==> config.mk <==
export PLATFORM = sky130hd
export DESIGN_NAME = cpu_core
export DESIGN_NICKNAME = d
export VERILOG_FILES = /design/src/verilog/cpu_pkg.sv /design/src/verilog/cpu_core.sv /design/src/verilog/cpu_memory.sv /design/src/verilog/cpu_execute.sv /design/src/verilog/cpu_registers.sv /design/src/verilog/cpu_decode.sv /design/src/verilog/cpu_fetch.sv
export VERILOG_INCLUDE_DIRS = /design/src /design/src/verilog
export SDC_FILE = /design/constraint.sdc
export NUM_CORES = 2
export LEC_CHECK = 0
export BUFFER_PORTS_ARGS = -buffer_cell sky130_fd_sc_hd__buf_4
export CORE_MARGIN = 4
export CORE_UTILIZATION = 48
export DETAILED_ROUTE_END_ITERATION = 8
export HOLD_SLACK_MARGIN = 0.12
export PLACE_DENSITY = 0.64
export SYNTH_ARGS = -nofsm -noshare
export SYNTH_HDL_FRONTEND = slang
export SYNTH_SLANG_ARGS = --single-unit
==> constraint.sdc <==
create_clock -name i_clock -period 11.1 [get_ports i_clock]
set_input_delay 0.555 -clock i_clock [delete_from_list [all_inputs] [get_ports i_clock]]
set_output_delay 0.555 -clock i_clock [all_outputs]
set_load 0.03 [all_outputs]
==> src/verilog/cpu_consts.svh <==
`ifndef CPU_CONSTS_SVH
`define CPU_CONSTS_SVH

// ====================
// Core-wide constants

// Address of the first instruction fetched after reset
`define CPU_RESET_PC 32'h0000_0000

// Architectural registers, x0 included
`define CPU_REG_COUNT 32

// Data and address width
`define CPU_XLEN 32

// ====================

`endif
==> src/verilog/cpu_pkg.sv <==
package cpu_pkg;

	// ====================
	// Major opcodes, as found in instruction bits 6:0
	typedef enum logic [6:0] {
		OPC_ILLEGAL = 7'b0000000,
		OPC_LOAD    = 7'b0000011,
		OPC_OP_IMM  = 7'b0010011,
		OPC_STORE   = 7'b0100011,
		OPC_OP      = 7'b0110011,
		OPC_LUI     = 7'b0110111,
		OPC_BRANCH  = 7'b1100011,
		OPC_JAL     = 7'b1101111
	} opcode_e;

	// ====================
	// ALU operations
	typedef enum logic [2:0] {
		ALU_ADD    = 3'd0,
		ALU_SUB    = 3'd1,
		ALU_AND    = 3'd2,
		ALU_OR     = 3'd3,
		ALU_XOR    = 3'd4,
		ALU_SLT    = 3'd5,
		// Second operand straight through, used by LUI
		ALU_PASS_B = 3'd6
	} alu_op_e;

	// ====================
	// Memory stage FSM
	typedef enum logic [1:0] {
		// Waiting for execute
		MEM_IDLE   = 2'd0,
		// Data bus request outstanding
		MEM_ACCESS = 2'd1,
		// Retire pulse is high in this state
		MEM_RETIRE = 2'd2
	} mem_state_e;

endpackage

==> src/verilog/cpu_core.sv <==
`include "cpu_consts.svh"

module cpu_core (
	input  logic                 i_clock,
	input  logic                 i_reset,

	// Instruction bus
	output logic                 o_ibus_request,
	input  logic                 i_ibus_ready,
	output logic [`CPU_XLEN-1:0] o_ibus_address,
	input  logic [`CPU_XLEN-1:0] i_ibus_rdata,

	// Data bus
	output logic                 o_dbus_rw,
	output logic                 o_dbus_request,
	input  logic                 i_dbus_ready,
	output logic [`CPU_XLEN-1:0] o_dbus_address,
	input  logic [`CPU_XLEN-1:0] i_dbus_rdata,
	output logic [`CPU_XLEN-1:0] o_dbus_wdata,

	// Instructions retired since reset
	output logic [`CPU_XLEN-1:0] o_retire_count
);

	import cpu_pkg::*;

	logic                 fetch_valid;
	logic [`CPU_XLEN-1:0] fetch_instruction;
	logic [`CPU_XLEN-1:0] fetch_pc;

	logic                 decode_valid;
	logic [`CPU_XLEN-1:0] decode_pc;
	logic [4:0]           decode_rd_index;
	logic [`CPU_XLEN-1:0] decode_imm;
	opcode_e              decode_opcode;
	alu_op_e              decode_alu_op;
	logic                 decode_use_imm;
	logic                 decode_reg_write;
	logic                 decode_mem_read;
	logic                 decode_mem_write;
	logic                 decode_branch_ne;

	logic [`CPU_XLEN-1:0] rs1;
	logic [`CPU_XLEN-1:0] rs2;

	logic                 execute_valid;
	logic [4:0]           execute_rd_index;
	logic [`CPU_XLEN-1:0] execute_result;
	logic                 execute_reg_write;
	logic                 execute_mem_read;
	logic                 execute_mem_write;
	logic [`CPU_XLEN-1:0] execute_mem_address;
	logic [`CPU_XLEN-1:0] execute_mem_wdata;
	logic [`CPU_XLEN-1:0] execute_pc_next;

	logic                 memory_retire;
	logic                 memory_reg_write;
	logic [4:0]           memory_rd_index;
	logic [`CPU_XLEN-1:0] memory_rd_value;
	logic [`CPU_XLEN-1:0] memory_pc_next;

	// ====================
	// Fetch and decode
	cpu_fetch fetch_i (
		.i_clock(i_clock),
		.i_reset(i_reset),
		.i_retire(memory_retire),
		.i_pc_next(memory_pc_next),
		.o_ibus_request(o_ibus_request),
		.i_ibus_ready(i_ibus_ready),
		.o_ibus_address(o_ibus_address),
		.i_ibus_rdata(i_ibus_rdata),
		.o_valid(fetch_valid),
		.o_instruction(fetch_instruction),
		.o_pc(fetch_pc)
	);

	cpu_decode decode_i (
		.i_clock(i_clock),
		.i_reset(i_reset),
		.i_valid(fetch_valid),
		.i_instruction(fetch_instruction),
		.i_pc(fetch_pc),
		.o_valid(decode_valid),
		.o_pc(decode_pc),
		.o_rd_index(decode_rd_index),
		.o_imm(decode_imm),
		.o_opcode(decode_opcode),
		.o_alu_op(decode_alu_op),
		.o_use_imm(decode_use_imm),
		.o_reg_write(decode_reg_write),
		.o_mem_read(decode_mem_read),
		.o_mem_write(decode_mem_write),
		.o_branch_ne(decode_branch_ne)
	);

	// Read in parallel with decode so operands arrive with decode_valid
	cpu_registers registers_i (
		.i_clock(i_clock),
		.i_reset(i_reset),
		.i_rs1_index(fetch_instruction[19:15]),
		.i_rs2_index(fetch_instruction[24:20]),
		.o_rs1(rs1),
		.o_rs2(rs2),
		.i_write_enable(memory_reg_write),
		.i_rd_index(memory_rd_index),
		.i_rd_value(memory_rd_value)
	);

	// ====================
	// Execute
	cpu_execute execute_i (
		.i_clock(i_clock),
		.i_reset(i_reset),
		.i_valid(decode_valid),
		.i_pc(decode_pc),
		.i_rd_index(decode_rd_index),
		.i_imm(decode_imm),
		.i_opcode(decode_opcode),
		.i_alu_op(decode_alu_op),
		.i_use_imm(decode_use_imm),
		.i_reg_write(decode_reg_write),
		.i_mem_read(decode_mem_read),
		.i_mem_write(decode_mem_write),
		.i_branch_ne(decode_branch_ne),
		.i_rs1(rs1),
		.i_rs2(rs2),
		.o_valid(execute_valid),
		.o_rd_index(execute_rd_index),
		.o_result(execute_result),
		.o_reg_write(execute_reg_write),
		.o_mem_read(execute_mem_read),
		.o_mem_write(execute_mem_write),
		.o_mem_address(execute_mem_address),
		.o_mem_wdata(execute_mem_wdata),
		.o_pc_next(execute_pc_next)
	);

	// ====================
	// Memory and writeback
	cpu_memory memory_i (
		.i_clock(i_clock),
		.i_reset(i_reset),
		.i_valid(execute_valid),
		.i_rd_index(execute_rd_index),
		.i_result(execute_result),
		.i_reg_write(execute_reg_write),
		.i_mem_read(execute_mem_read),
		.i_mem_write(execute_mem_write),
		.i_mem_address(execute_mem_address),
		.i_mem_wdata(execute_mem_wdata),
		.i_pc_next(execute_pc_next),
		.o_dbus_rw(o_dbus_rw),
		.o_dbus_request(o_dbus_request),
		.i_dbus_ready(i_dbus_ready),
		.o_dbus_address(o_dbus_address),
		.i_dbus_rdata(i_dbus_rdata),
		.o_dbus_wdata(o_dbus_wdata),
		.o_retire(memory_retire),
		.o_reg_write(memory_reg_write),
		.o_rd_index(memory_rd_index),
		.o_rd_value(memory_rd_value),
		.o_pc_next(memory_pc_next)
	);

	always_ff @(posedge i_clock) begin
		if (i_reset)
			o_retire_count <= '0;
		else if (memory_retire)
			o_retire_count <= o_retire_count + 1'b1;
	end

endmodule

==> src/verilog/cpu_memory.sv <==
`include "cpu_consts.svh"

module cpu_memory (
	input  logic                 i_clock,
	input  logic                 i_reset,

	// From execute
	input  logic                 i_valid,
	input  logic [4:0]           i_rd_index,
	input  logic [`CPU_XLEN-1:0] i_result,
	input  logic                 i_reg_write,
	input  logic                 i_mem_read,
	input  logic                 i_mem_write,
	input  logic [`CPU_XLEN-1:0] i_mem_address,
	input  logic [`CPU_XLEN-1:0] i_mem_wdata,
	input  logic [`CPU_XLEN-1:0] i_pc_next,

	// Data bus, rw high for a write
	output logic                 o_dbus_rw,
	output logic                 o_dbus_request,
	input  logic                 i_dbus_ready,
	output logic [`CPU_XLEN-1:0] o_dbus_address,
	input  logic [`CPU_XLEN-1:0] i_dbus_rdata,
	output logic [`CPU_XLEN-1:0] o_dbus_wdata,

	// Retire and writeback
	output logic                 o_retire,
	output logic                 o_reg_write,
	output logic [4:0]           o_rd_index,
	output logic [`CPU_XLEN-1:0] o_rd_value,
	output logic [`CPU_XLEN-1:0] o_pc_next
);

	import cpu_pkg::*;

	mem_state_e state;
	logic       reg_write_q;

	assign o_retire    = (state == MEM_RETIRE);
	assign o_reg_write = o_retire && reg_write_q;

	// ====================
	// Control
	always_ff @(posedge i_clock) begin
		if (i_reset) begin
			state          <= MEM_IDLE;
			o_dbus_request <= 1'b0;
		end else begin
			case (state)
				MEM_IDLE: begin
					if (i_valid) begin
						if (i_mem_read || i_mem_write) begin
							o_dbus_request <= 1'b1;
							state          <= MEM_ACCESS;
						end else begin
							state <= MEM_RETIRE;
						end
					end
				end
				MEM_ACCESS: begin
					if (i_dbus_ready) begin
						o_dbus_request <= 1'b0;
						state          <= MEM_RETIRE;
					end
				end
				default: state <= MEM_IDLE;
			endcase
		end
	end

	// ====================
	// Payload
	always_ff @(posedge i_clock) begin
		if (state == MEM_IDLE && i_valid) begin
			o_dbus_rw      <= i_mem_write;
			o_dbus_address <= i_mem_address;
			o_dbus_wdata   <= i_mem_wdata;
			reg_write_q    <= i_reg_write;
			o_rd_index     <= i_rd_index;
			o_rd_value     <= i_result;
			o_pc_next      <= i_pc_next;
		end

		// Load data replaces the execute result
		if (state == MEM_ACCESS && i_dbus_ready && !o_dbus_rw)
			o_rd_value <= i_dbus_rdata;
	end

endmodule

==> src/verilog/cpu_execute.sv <==
`include "cpu_consts.svh"

module cpu_execute (
	input  logic                 i_clock,
	input  logic                 i_reset,

	// From decode
	input  logic                 i_valid,
	input  logic [`CPU_XLEN-1:0] i_pc,
	input  logic [4:0]           i_rd_index,
	input  logic [`CPU_XLEN-1:0] i_imm,
	input  cpu_pkg::opcode_e     i_opcode,
	input  cpu_pkg::alu_op_e     i_alu_op,
	input  logic                 i_use_imm,
	input  logic                 i_reg_write,
	input  logic                 i_mem_read,
	input  logic                 i_mem_write,
	input  logic                 i_branch_ne,

	// Operands from the register file
	input  logic [`CPU_XLEN-1:0] i_rs1,
	input  logic [`CPU_XLEN-1:0] i_rs2,

	// To memory
	output logic                 o_valid,
	output logic [4:0]           o_rd_index,
	output logic [`CPU_XLEN-1:0] o_result,
	output logic                 o_reg_write,
	output logic                 o_mem_read,
	output logic                 o_mem_write,
	output logic [`CPU_XLEN-1:0] o_mem_address,
	output logic [`CPU_XLEN-1:0] o_mem_wdata,
	output logic [`CPU_XLEN-1:0] o_pc_next
);

	import cpu_pkg::*;

	logic [`CPU_XLEN-1:0] operand_b;
	logic [`CPU_XLEN-1:0] alu_result;
	logic [`CPU_XLEN-1:0] pc_plus_4;
	logic [`CPU_XLEN-1:0] pc_target;
	logic                 branch_taken;
	logic                 redirect;

	// ====================
	// ALU
	assign operand_b = i_use_imm ? i_imm : i_rs2;

	always_comb begin
		case (i_alu_op)
			ALU_SUB:    alu_result = i_rs1 - operand_b;
			ALU_AND:    alu_result = i_rs1 & operand_b;
			ALU_OR:     alu_result = i_rs1 | operand_b;
			ALU_XOR:    alu_result = i_rs1 ^ operand_b;
			ALU_SLT:    alu_result = {{(`CPU_XLEN-1){1'b0}},
				($signed(i_rs1) < $signed(operand_b))};
			ALU_PASS_B: alu_result = operand_b;
			default:    alu_result = i_rs1 + operand_b;
		endcase
	end

	// ====================
	// Next PC
	assign pc_plus_4 = i_pc + `CPU_XLEN'd4;
	assign pc_target = i_pc + i_imm;

	// BNE inverts the equality test
	assign branch_taken = (i_rs1 == i_rs2) ^ i_branch_ne;
	assign redirect = (i_opcode == OPC_JAL) || (i_opcode == OPC_BRANCH && branch_taken);

	always_ff @(posedge i_clock) begin
		if (i_reset)
			o_valid <= 1'b0;
		else
			o_valid <= i_valid;
	end

	always_ff @(posedge i_clock) begin
		if (i_valid) begin
			o_rd_index    <= i_rd_index;
			// JAL links the return address
			o_result      <= (i_opcode == OPC_JAL) ? pc_plus_4 : alu_result;
			o_reg_write   <= i_reg_write;
			o_mem_read    <= i_mem_read;
			o_mem_write   <= i_mem_write;
			// Loads and stores run the ALU as rs1 + imm
			o_mem_address <= alu_result;
			o_mem_wdata   <= i_rs2;
			o_pc_next     <= redirect ? pc_target : pc_plus_4;
		end
	end

endmodule

==> src/verilog/cpu_registers.sv <==
`include "cpu_consts.svh"

module cpu_registers (
	input  logic                 i_clock,
	input  logic                 i_reset,

	// Read port, registered
	input  logic [4:0]           i_rs1_index,
	input  logic [4:0]           i_rs2_index,
	output logic [`CPU_XLEN-1:0] o_rs1,
	output logic [`CPU_XLEN-1:0] o_rs2,

	// Write port from the memory stage
	input  logic                 i_write_enable,
	input  logic [4:0]           i_rd_index,
	input  logic [`CPU_XLEN-1:0] i_rd_value
);

	logic [`CPU_XLEN-1:0] regs [`CPU_REG_COUNT];

	always_ff @(posedge i_clock) begin
		if (i_reset) begin
			for (int i = 0; i < `CPU_REG_COUNT; i++)
				regs[i] <= '0;
		end else if (i_write_enable && i_rd_index != 5'd0) begin
			regs[i_rd_index] <= i_rd_value;
		end
	end

	// x0 reads as zero regardless of array contents
	always_ff @(posedge i_clock) begin
		o_rs1 <= (i_rs1_index == 5'd0) ? '0 : regs[i_rs1_index];
		o_rs2 <= (i_rs2_index == 5'd0) ? '0 : regs[i_rs2_index];
	end

endmodule

==> src/verilog/cpu_decode.sv <==
`include "cpu_consts.svh"

module cpu_decode (
	input  logic                 i_clock,
	input  logic                 i_reset,

	// From fetch
	input  logic                 i_valid,
	input  logic [`CPU_XLEN-1:0] i_instruction,
	input  logic [`CPU_XLEN-1:0] i_pc,

	// To execute
	output logic                 o_valid,
	output logic [`CPU_XLEN-1:0] o_pc,
	output logic [4:0]           o_rd_index,
	output logic [`CPU_XLEN-1:0] o_imm,
	output cpu_pkg::opcode_e     o_opcode,
	output cpu_pkg::alu_op_e     o_alu_op,
	output logic                 o_use_imm,
	output logic                 o_reg_write,
	output logic                 o_mem_read,
	output logic                 o_mem_write,
	output logic                 o_branch_ne
);

	import cpu_pkg::*;

	logic [6:0]           opcode_bits;
	logic [2:0]           funct3;
	logic [6:0]           funct7;

	logic [`CPU_XLEN-1:0] imm_i;
	logic [`CPU_XLEN-1:0] imm_s;
	logic [`CPU_XLEN-1:0] imm_b;
	logic [`CPU_XLEN-1:0] imm_u;
	logic [`CPU_XLEN-1:0] imm_j;

	opcode_e              d_opcode;
	alu_op_e              d_alu_op;
	logic [`CPU_XLEN-1:0] d_imm;
	logic                 d_use_imm;
	logic                 d_reg_write;
	logic                 d_mem_read;
	logic                 d_mem_write;
	logic                 d_branch_ne;
	logic                 alu_funct_ok;

	// Same funct3 encoding for register and immediate forms
	function automatic alu_op_e alu_for_funct3(input logic [2:0] f3);
		case (f3)
			3'b010:  return ALU_SLT;
			3'b100:  return ALU_XOR;
			3'b110:  return ALU_OR;
			3'b111:  return ALU_AND;
			default: return ALU_ADD;
		endcase
	endfunction

	assign opcode_bits = i_instruction[6:0];
	assign funct3      = i_instruction[14:12];
	assign funct7      = i_instruction[31:25];

	// ====================
	// Immediate formats
	assign imm_i = {{20{i_instruction[31]}}, i_instruction[31:20]};
	assign imm_s = {{20{i_instruction[31]}}, i_instruction[31:25], i_instruction[11:7]};
	assign imm_b = {{19{i_instruction[31]}}, i_instruction[31], i_instruction[7],
		i_instruction[30:25], i_instruction[11:8], 1'b0};
	assign imm_u = {i_instruction[31:12], 12'h000};
	assign imm_j = {{11{i_instruction[31]}}, i_instruction[31], i_instruction[19:12],
		i_instruction[20], i_instruction[30:21], 1'b0};

	// ADD, SLT, XOR, OR, AND
	assign alu_funct_ok = (funct3 inside {3'b000, 3'b010, 3'b100, 3'b110, 3'b111});

	// ====================
	// Classification
	always_comb begin
		// Anything outside the subset retires as a no-op
		d_opcode    = OPC_ILLEGAL;
		d_alu_op    = ALU_ADD;
		d_imm       = imm_i;
		d_use_imm   = 1'b0;
		d_reg_write = 1'b0;
		d_mem_read  = 1'b0;
		d_mem_write = 1'b0;
		d_branch_ne = 1'b0;

		case (opcode_bits)
			OPC_LUI: begin
				d_opcode    = OPC_LUI;
				d_alu_op    = ALU_PASS_B;
				d_imm       = imm_u;
				d_use_imm   = 1'b1;
				d_reg_write = 1'b1;
			end
			OPC_OP_IMM: begin
				if (alu_funct_ok) begin
					d_opcode    = OPC_OP_IMM;
					d_alu_op    = alu_for_funct3(funct3);
					d_use_imm   = 1'b1;
					d_reg_write = 1'b1;
				end
			end
			OPC_OP: begin
				if (funct7 == 7'b0000000 && alu_funct_ok) begin
					d_opcode    = OPC_OP;
					d_alu_op    = alu_for_funct3(funct3);
					d_reg_write = 1'b1;
				end else if (funct7 == 7'b0100000 && funct3 == 3'b000) begin
					d_opcode    = OPC_OP;
					d_alu_op    = ALU_SUB;
					d_reg_write = 1'b1;
				end
			end
			OPC_LOAD: begin
				// Word loads only
				if (funct3 == 3'b010) begin
					d_opcode    = OPC_LOAD;
					d_use_imm   = 1'b1;
					d_reg_write = 1'b1;
					d_mem_read  = 1'b1;
				end
			end
			OPC_STORE: begin
				if (funct3 == 3'b010) begin
					d_opcode    = OPC_STORE;
					d_imm       = imm_s;
					d_use_imm   = 1'b1;
					d_mem_write = 1'b1;
				end
			end
			OPC_BRANCH: begin
				// BEQ and BNE
				if (funct3[2:1] == 2'b00) begin
					d_opcode    = OPC_BRANCH;
					d_imm       = imm_b;
					d_branch_ne = funct3[0];
				end
			end
			OPC_JAL: begin
				d_opcode    = OPC_JAL;
				d_imm       = imm_j;
				d_reg_write = 1'b1;
			end
			default: begin
			end
		endcase
	end

	always_ff @(posedge i_clock) begin
		if (i_reset)
			o_valid <= 1'b0;
		else
			o_valid <= i_valid;
	end

	always_ff @(posedge i_clock) begin
		if (i_valid) begin
			o_pc        <= i_pc;
			o_rd_index  <= i_instruction[11:7];
			o_imm       <= d_imm;
			o_opcode    <= d_opcode;
			o_alu_op    <= d_alu_op;
			o_use_imm   <= d_use_imm;
			o_reg_write <= d_reg_write;
			o_mem_read  <= d_mem_read;
			o_mem_write <= d_mem_write;
			o_branch_ne <= d_branch_ne;
		end
	end

endmodule

==> src/verilog/cpu_fetch.sv <==
`include "cpu_consts.svh"

module cpu_fetch (
	input  logic                 i_clock,
	input  logic                 i_reset,

	// Next PC from the memory stage
	input  logic                 i_retire,
	input  logic [`CPU_XLEN-1:0] i_pc_next,

	// Instruction bus
	output logic                 o_ibus_request,
	input  logic                 i_ibus_ready,
	output logic [`CPU_XLEN-1:0] o_ibus_address,
	input  logic [`CPU_XLEN-1:0] i_ibus_rdata,

	// To decode and register file
	output logic                 o_valid,
	output logic [`CPU_XLEN-1:0] o_instruction,
	output logic [`CPU_XLEN-1:0] o_pc
);

	logic [`CPU_XLEN-1:0] pc;
	// A fetch is owed but not yet requested
	logic                 pending;

	assign o_ibus_address = pc;

	always_ff @(posedge i_clock) begin
		if (i_reset) begin
			pc             <= `CPU_RESET_PC;
			pending        <= 1'b1;
			o_ibus_request <= 1'b0;
			o_valid        <= 1'b0;
		end else begin
			o_valid <= 1'b0;

			if (i_retire) begin
				pc      <= i_pc_next;
				pending <= 1'b1;
			end

			if (pending && !o_ibus_request) begin
				o_ibus_request <= 1'b1;
				pending        <= 1'b0;
			end else if (o_ibus_request && i_ibus_ready) begin
				o_ibus_request <= 1'b0;
				o_valid        <= 1'b1;
			end
		end
	end

	// Word and its address, held until the next fetch completes
	always_ff @(posedge i_clock) begin
		if (o_ibus_request && i_ibus_ready) begin
			o_instruction <= i_ibus_rdata;
			o_pc          <= pc;
		end
	end

endmodule

After elaboration in Yosys (flattened, before gate mapping) --
Memories as Yosys holds them, arrays and structs flattened. A register that Yosys moved wholly into a read port is not among the register bits. Cells that the tools add are included.
Storage, ports and cells: ROM bits 0, bits in latches 0, memories 1, flip-flop bits (word level) 491, memory bits (writable) 1024, word-level logic and storage cells 154
Memories:
- registers_i.regs | words 32, width 32, rd ports 2, clocked after Yosys merged registers in 2, write ports 32, RTL line cpu_registers.sv:19 | logic [`CPU_XLEN-1:0] regs [`CPU_REG_COUNT];
Cells by class: $add $sub $neg 5, equality and inequality tests 26, multipliers 0, muxes and demuxes 48, magnitude comparators 1, shifts and indexed selects 0, reductions and logical operators 33, divide/modulo/power cells 0, bitwise operators 4
Operator list (number):
- $mux W32 | 6
- $pmux W32 S6 | 1
- $pmux W31 S4 | 1
- $add A32 B32 Y32 | 2
- $pmux W7 S7 | 1
- $add A32 B1 Y32 const B | 1
- $add A32 B3 Y32 const B | 1
- $and A32 B32 Y32 | 1
- $eq A32 B32 Y1 | 1
- $lt A32 B32 Y1 | 1
- $or A32 B32 Y32 | 1
- $reduce_or A32 Y1 | 1
- $sub A32 B32 Y32 | 1
- $xor A32 B32 Y32 | 1
- $eq A7 B6 Y1 const B | 4
- $eq A7 B7 Y1 const B | 4
- $mux W1 | 19
- $eq A3 B3 Y1 const B | 6
- $mux W5 | 3
- $mux W7 | 2
- $mux W12 | 1
- $mux W6 | 2
- $pmux W3 S4 | 1
- $logic_and A1 B1 Y1 | 10
- 27 further kinds | 45

Longest topological paths before layout --
depth in word-level cells 8, depth in mapped cells 16, depth with buffers taken out 13

Cells and area by module --
A second synthesis with hierarchy kept.
Second synthesis, totals: cell total of the unflattened synthesis 5974, area, all modules 82081.2 µm²
Modules (own cells, without submodules):
- cpu_registers | times used 1, area an instance 55643.4 µm², cells an instance 3614, seq. area each 32030.7 µm²
- cpu_execute | times used 1, area an instance 13823.3 µm², cells an instance 1619, seq. area each 4103.9 µm²
- cpu_memory | times used 1, area an instance 4613.2 µm², cells an instance 188, seq. area each 4113.9 µm²
- cpu_decode | times used 1, area an instance 3248.1 µm², cells an instance 195, seq. area each 2512.4 µm²
- cpu_fetch | times used 1, area an instance 3189.3 µm², cells an instance 177, seq. area each 2622.5 µm²
- cpu_core | times used 1, area an instance 1564.0 µm², cells an instance 181, seq. area each 640.6 µm²

Worst setup path after synthesis --
No wires, ideal clock.
kind register -> register, start register memory_i.state[1], end register memory_i.o_rd_value[0] (enable), buffers on the path 1, arrival time 9.341 ns, setup time 0.375 ns, period minus slack after synthesis 9.716 ns, cell stages (with the launch flop) 4, slack 1.384 ns, data required time 10.725 ns, cells stage by stage dfxtp_1 > clkbuf_1 > nor3b_1 > or2_2
Between the ends: word-level cells in the longest chain between the ends 4, elaborated cells between the ends (all ways) 6
RTL lines:
- start: declaration | RTL line cpu_memory.sv:36 | mem_state_e state;
- start signal: assignment | RTL line cpu_memory.sv:46 | state <= MEM_IDLE;
- start signal: assignment | RTL line cpu_memory.sv:54 | state <= MEM_ACCESS;
- start signal: assignment | RTL line cpu_memory.sv:56 | state <= MEM_RETIRE;
- $eq A2 B1 Y1 | RTL line cpu_memory.sv:85 | if (state == MEM_ACCESS && i_dbus_ready && !o_dbus_rw)
- $logic_and A1 B1 Y1 (2 in series) | RTL line cpu_memory.sv:85
- $reduce_bool A2 Y1 (no line) (*)
- end signal: assignment | RTL line cpu_memory.sv:80 | o_rd_value <= i_result;
- end signal: assignment | RTL line cpu_memory.sv:86 | o_rd_value <= i_dbus_rdata;
- end: declaration | RTL line cpu_memory.sv:30 | output logic [`CPU_XLEN-1:0] o_rd_value,
Mark *: on every way between the ends. The rest lies on a longest branch, timed or not. A chain may end at the register's enable or synchronous reset.

Worst setup path after layout --
start register decode_i.o_use_imm, end register execute_i.o_result[30], data pin
Between the ends: word-level cells in the longest chain between the ends 4, elaborated cells between the ends (all ways) 8
RTL lines:
- start: declaration | RTL line cpu_decode.sv:19 | output logic o_use_imm,
- start signal: assignment | RTL line cpu_decode.sv:165 | o_use_imm <= d_use_imm;
- $mux W32 (*) | RTL line cpu_execute.sv:47 | assign operand_b = i_use_imm ? i_imm : i_rs2;
- $add A32 B32 Y32 (tied with other cells) | RTL line cpu_execute.sv:58 | default: alu_result = i_rs1 + operand_b;
- $pmux W32 S6 (*) | RTL line cpu_execute.sv:50 | case (i_alu_op)
- $mux W32 (*) | RTL line cpu_execute.sv:82 | o_result <= (i_opcode == OPC_JAL) ? pc_plus_4 : alu_result;
- end signal: assignment | RTL line cpu_execute.sv:82
- end: declaration | RTL line cpu_execute.sv:27 | output logic [`CPU_XLEN-1:0] o_result,
Marks and branches as above.

==> results.tsv <==
stage	metric	value	unit
outcome	status	completed	
layout	final_cell_mix	edfxtp_1 (1442), and2_1 (1005), mux4_2 (641)	
critical_path	critPathMaxFanout	32	
timing	finalSetupViolCount	0	
pwr	total_power	0.01401	W
timing	period_share	0.4423	
timing	setup-tns-final	0	ps
critical_path	slowest_stage	buf_4	
layout	final_util	0.5414	
pwr	ir_drop	174.3	uV
timing	worst_pin_slew	1143	ps
clocking	cts_buffers	168	
pwr	p_per_area	154.4	nW/um^2
layout	areaGrowthSynthToFinish	11.84	%
hold_path	hp-start	i_reset	
pwr	p_leak	32.75	nW
floorplanning	start_util	0.4841	
critical_path	cpMostUsedCell	a31oi_1	
critical_path	r2r_slack	6190	ps
timing	layout_setup_ws	6191	ps
global_routing	grt_first_pass_wirelength	383.0	mm
timing	finClkSkew	29.57	ps
clocking	clkTransAtPathRegs	70	ps
floorplanning	pin_count	199	
floorplanning	die_area	175700	um^2
routing	vias_per_cell	6.448	
layout	drive_above_1_share	0.2293	
critical_path	r2r_cells	14	
routing	vias	51980	
global_routing	grt_max_degree	135	
synthesis	synth_area_per_cell	14.44	um^2
clocking	cts_sinks	1578	
synthesis	syn-cell-area	81130	um^2
timing	hold_violations	0	
layout	final_common_cell	edfxtp_1	
hold_path	hold_class	input pin to register	
placed_design	dp_hpwl	187.4	mm
routing	drt_wl_total	276.3	mm
routing	drt_iter0_drc	7562	
routing	wire_per_inst	34.27	um
clocking	clockBufferDepth	3	
synthesis	synth_edf_count	1442	
global_routing	grt_pass1_vias	49370	
routing	drtAntennaViolNets	0	
synthesis	synth_warnings	0	
layout	fillCellCount	13390	
global_routing	antenna_found_initial	25	
critical_path	cp-end-kind	register	
synthesis	postSynthCellCount	5617	
critical_path	cp-start-kind	register	
hold_path	min_path_cells	2	
timing	slew_viol_final	0	
routing	first_pass_iters	7	
critical_path	cp_slowest_stage_delay	520	ps
routing	drcViolationCount	0	
floorplanning	fp.dieW	419.1	um
timing	fmax	203.7	MHz
timing	grt_setup_unrepaired	no	
floorplanning	fp.dieH	419.1	um
clocking	clk_latency	820	ps
hold_path	holdPathEnd	o_retire_count[16]	
critical_path	crit_required	11650	ps
synthesis	seq_area_frac_synth	0.5673	
placed_design	place.port_buffers	198	
critical_path	crit_type	register to register	
timing	holdWs	157.4	ps
flow_run	cap_violations	0	
clocking	root_buffer	clkbuf_16	
synthesis	ys_seq_elements	1578	
critical_path	critical_path.cell_chain	buf_4 -> mux2_2 -> ha_1 -> inv_1 -> fa_1 -> nor2b_1 -> o211ai_1 -> a31oi_1 -> nor2_1 -> o221ai_2 -> a31oi_1 -> o41ai_1 -> a311oi_1 -> o41a_1	
placed_design	place_congestion	0.9339	
clocking	cts-htree-levels	4	
critical_path	reg2reg_to	execute_i.o_result[30]	
floorplanning	row_count	150	
critical_path	timing.rr.start	decode_i.o_use_imm	
timing	slew_headroom	0.2377	
synthesis	synth.distinct_cells	98	
floorplanning	core_area	167600	um^2
global_routing	grt_usage	0.3124	
synthesis	yosys_most_used_dff	edfxtp_1	
layout	nets	5922	
synthesis	async_flop_share	0	
placed_design	pre_cts_ws	6338	ps
critical_path	crit_arrival	5460	ps
timing	fin_crit	4909	ps
global_routing	grt-ovfl-total	0	
clocking	cts_tree	done	
[report_power, final]
part           total, W  leakage [nW]  switching, W  internal [W]
clock network   0.00547          2.55       0.00239       0.00308
logic           0.00168          14.7       0.00104      0.000638
registers       0.00686          15.5      0.000172       0.00669
[routing by layer]
layer	part of all wire	GRT usage	vias to the layer above
li1	-	-	21510
met1	0.39	0.4378	26840
met4	0.061	0.1603	6
met2	0.43	0.4496	3182
met5	0.00013	0	-
met3	0.12	0.08398	446
[sequential cells by signal, indices dropped and copies added (netlist names), 2 cells and up]
| signal | count |
|---|---|
| decode_i.o_imm | 32 |
| fetch_i.o_pc | 32 |
| execute_i.o_mem_address | 32 |
| memory_i.o_rd_index | 5 |
| execute_i.o_rd_index | 5 |
| registers_i.o_rs2 | 32 |
| registers_i.o_rs1 | 32 |
| fetch_i.o_instruction | 32 |
| decode_i.o_rd_index | 5 |
| registers_i.regs | 1024 |
| decode_i.o_pc | 32 |
| memory_i.o_pc_next | 32 |
| execute_i.o_result | 32 |
| memory_i.o_rd_value | 32 |
| memory_i.state | 2 |
| o_retire_count | 32 |
| fetch_i.o_ibus_address | 32 |
| execute_i.o_mem_wdata | 32 |
| decode_i.o_opcode | 6 |
| decode_i.o_alu_op | 3 |
| execute_i.o_pc_next | 32 |
| memory_i.o_dbus_wdata | 32 |
| memory_i.o_dbus_address | 32 |
[worst max path at each step]
stage / start / to / slack [ps] / cells past startpoint
final: decode_i.o_use_imm / execute_i.o_result[30] / 6190 / 14
after floorplan: memory_i.state[1] / memory_i.o_rd_value[0] / 1380 / 3
after global placement: decode_i.o_use_imm / execute_i.o_result[30] / 6460 / 14
after global routing: decode_i.o_use_imm / execute_i.o_result[30] / 5970 / 14
after CTS: decode_i.o_use_imm / execute_i.o_result[30] / 6300 / 14
after detailed placement: decode_i.o_use_imm / execute_i.o_result[30] / 6340 / 14
[cells in the mapped netlist (42+ instances only)]
| library cell | instances | area (um^2) |
|---|---|---|
| nand3_1 | 56 | 280.3 |
| mux4_2 | 641 | 14440 |
| and2_1 | 1006 | 6294 |
| dfxtp_1 | 136 | 2723 |
| mux2i_1 | 96 | 960.9 |
| xnor2_1 | 52 | 455.4 |
| nor2_1 | 278 | 1044 |
| o21ai_0 | 118 | 590.6 |
| inv_1 | 112 | 420.4 |
| edfxtp_1 | 1442 | 43300 |
| mux2_2 | 58 | 653.1 |
| or2_2 | 42 | 262.8 |
| nand2_1 | 219 | 822.0 |
| xor2_1 | 78 | 683.2 |
| buf_1 | 67 | 251.5 |
| a21o_1 | 50 | 375.4 |
| clkbuf_1 | 372 | 1396 |
| ha_1 | 130 | 1627 |
| a21oi_1 | 175 | 875.8 |
[final cells by class]
type | instances | area, um^2 | area share
inverters | 122 | 457.9 | 0.005047
clock inverters | 67 | 508.0 | 0.005599
clock buffers | 238 | 4726 | 0.05208
flip-flops and latches | 1578 | 46030 | 0.5073
well taps | 2204 | 2758 | 0.03039
repair buffers | 360 | 2967 | 0.03270
multi-input cells | 3491 | 33280 | 0.3668
diodes | 2 | 5.005 | 0.00005516
[what timing repair did]
action	in CTS	in global routing
endpoints found under the hold margin	66	0
hold buffers	64	0
setup buffers	0	0
gates resized for setup	0	0
[critical path: cells and delay by family (launching register included)]
| family | cells | cell delay, ps |
|---|---|---|
| simple gates | 2 | 410 |
| fa+ha+maj | 2 | 470 |
| compound gates | 7 | 2320 |
| mux | 1 | 440 |
| flops | 1 | 320 |
| buf+inv | 2 | 620 |
[logic make-up after synthesis]
| logic type | Yosys count | synth area share |
|---|---|---|
| AO/OA/AOI/OAI | 610 | 0.05026 |
| XOR/XNOR | 130 | 0.01403 |
| adder cells (fa/ha/maj) | 133 | 0.02079 |
| buffers and inverters | 579 | 0.02730 |
| flip-flops | 1578 | 0.5673 |
| multiplexers | 796 | 0.1980 |
| other | 1 | 0.00004622 |
| AND/OR/NAND/NOR | 1790 | 0.1223 |
[metrics by stage]
| stage | std cells | instance area, um^2 |
|---|---|---|
| after floorplan | 5648 | 81240 |
| after global placement | 7691 | 84860 |
| after detailed placement | 7691 | 84860 |
| after CTS | 8060 | 90730 |
| after global routing | 8060 | 90730 |
| final | 8062 | 90730 |
Note: power is estimated with default switching activity, not from simulation.
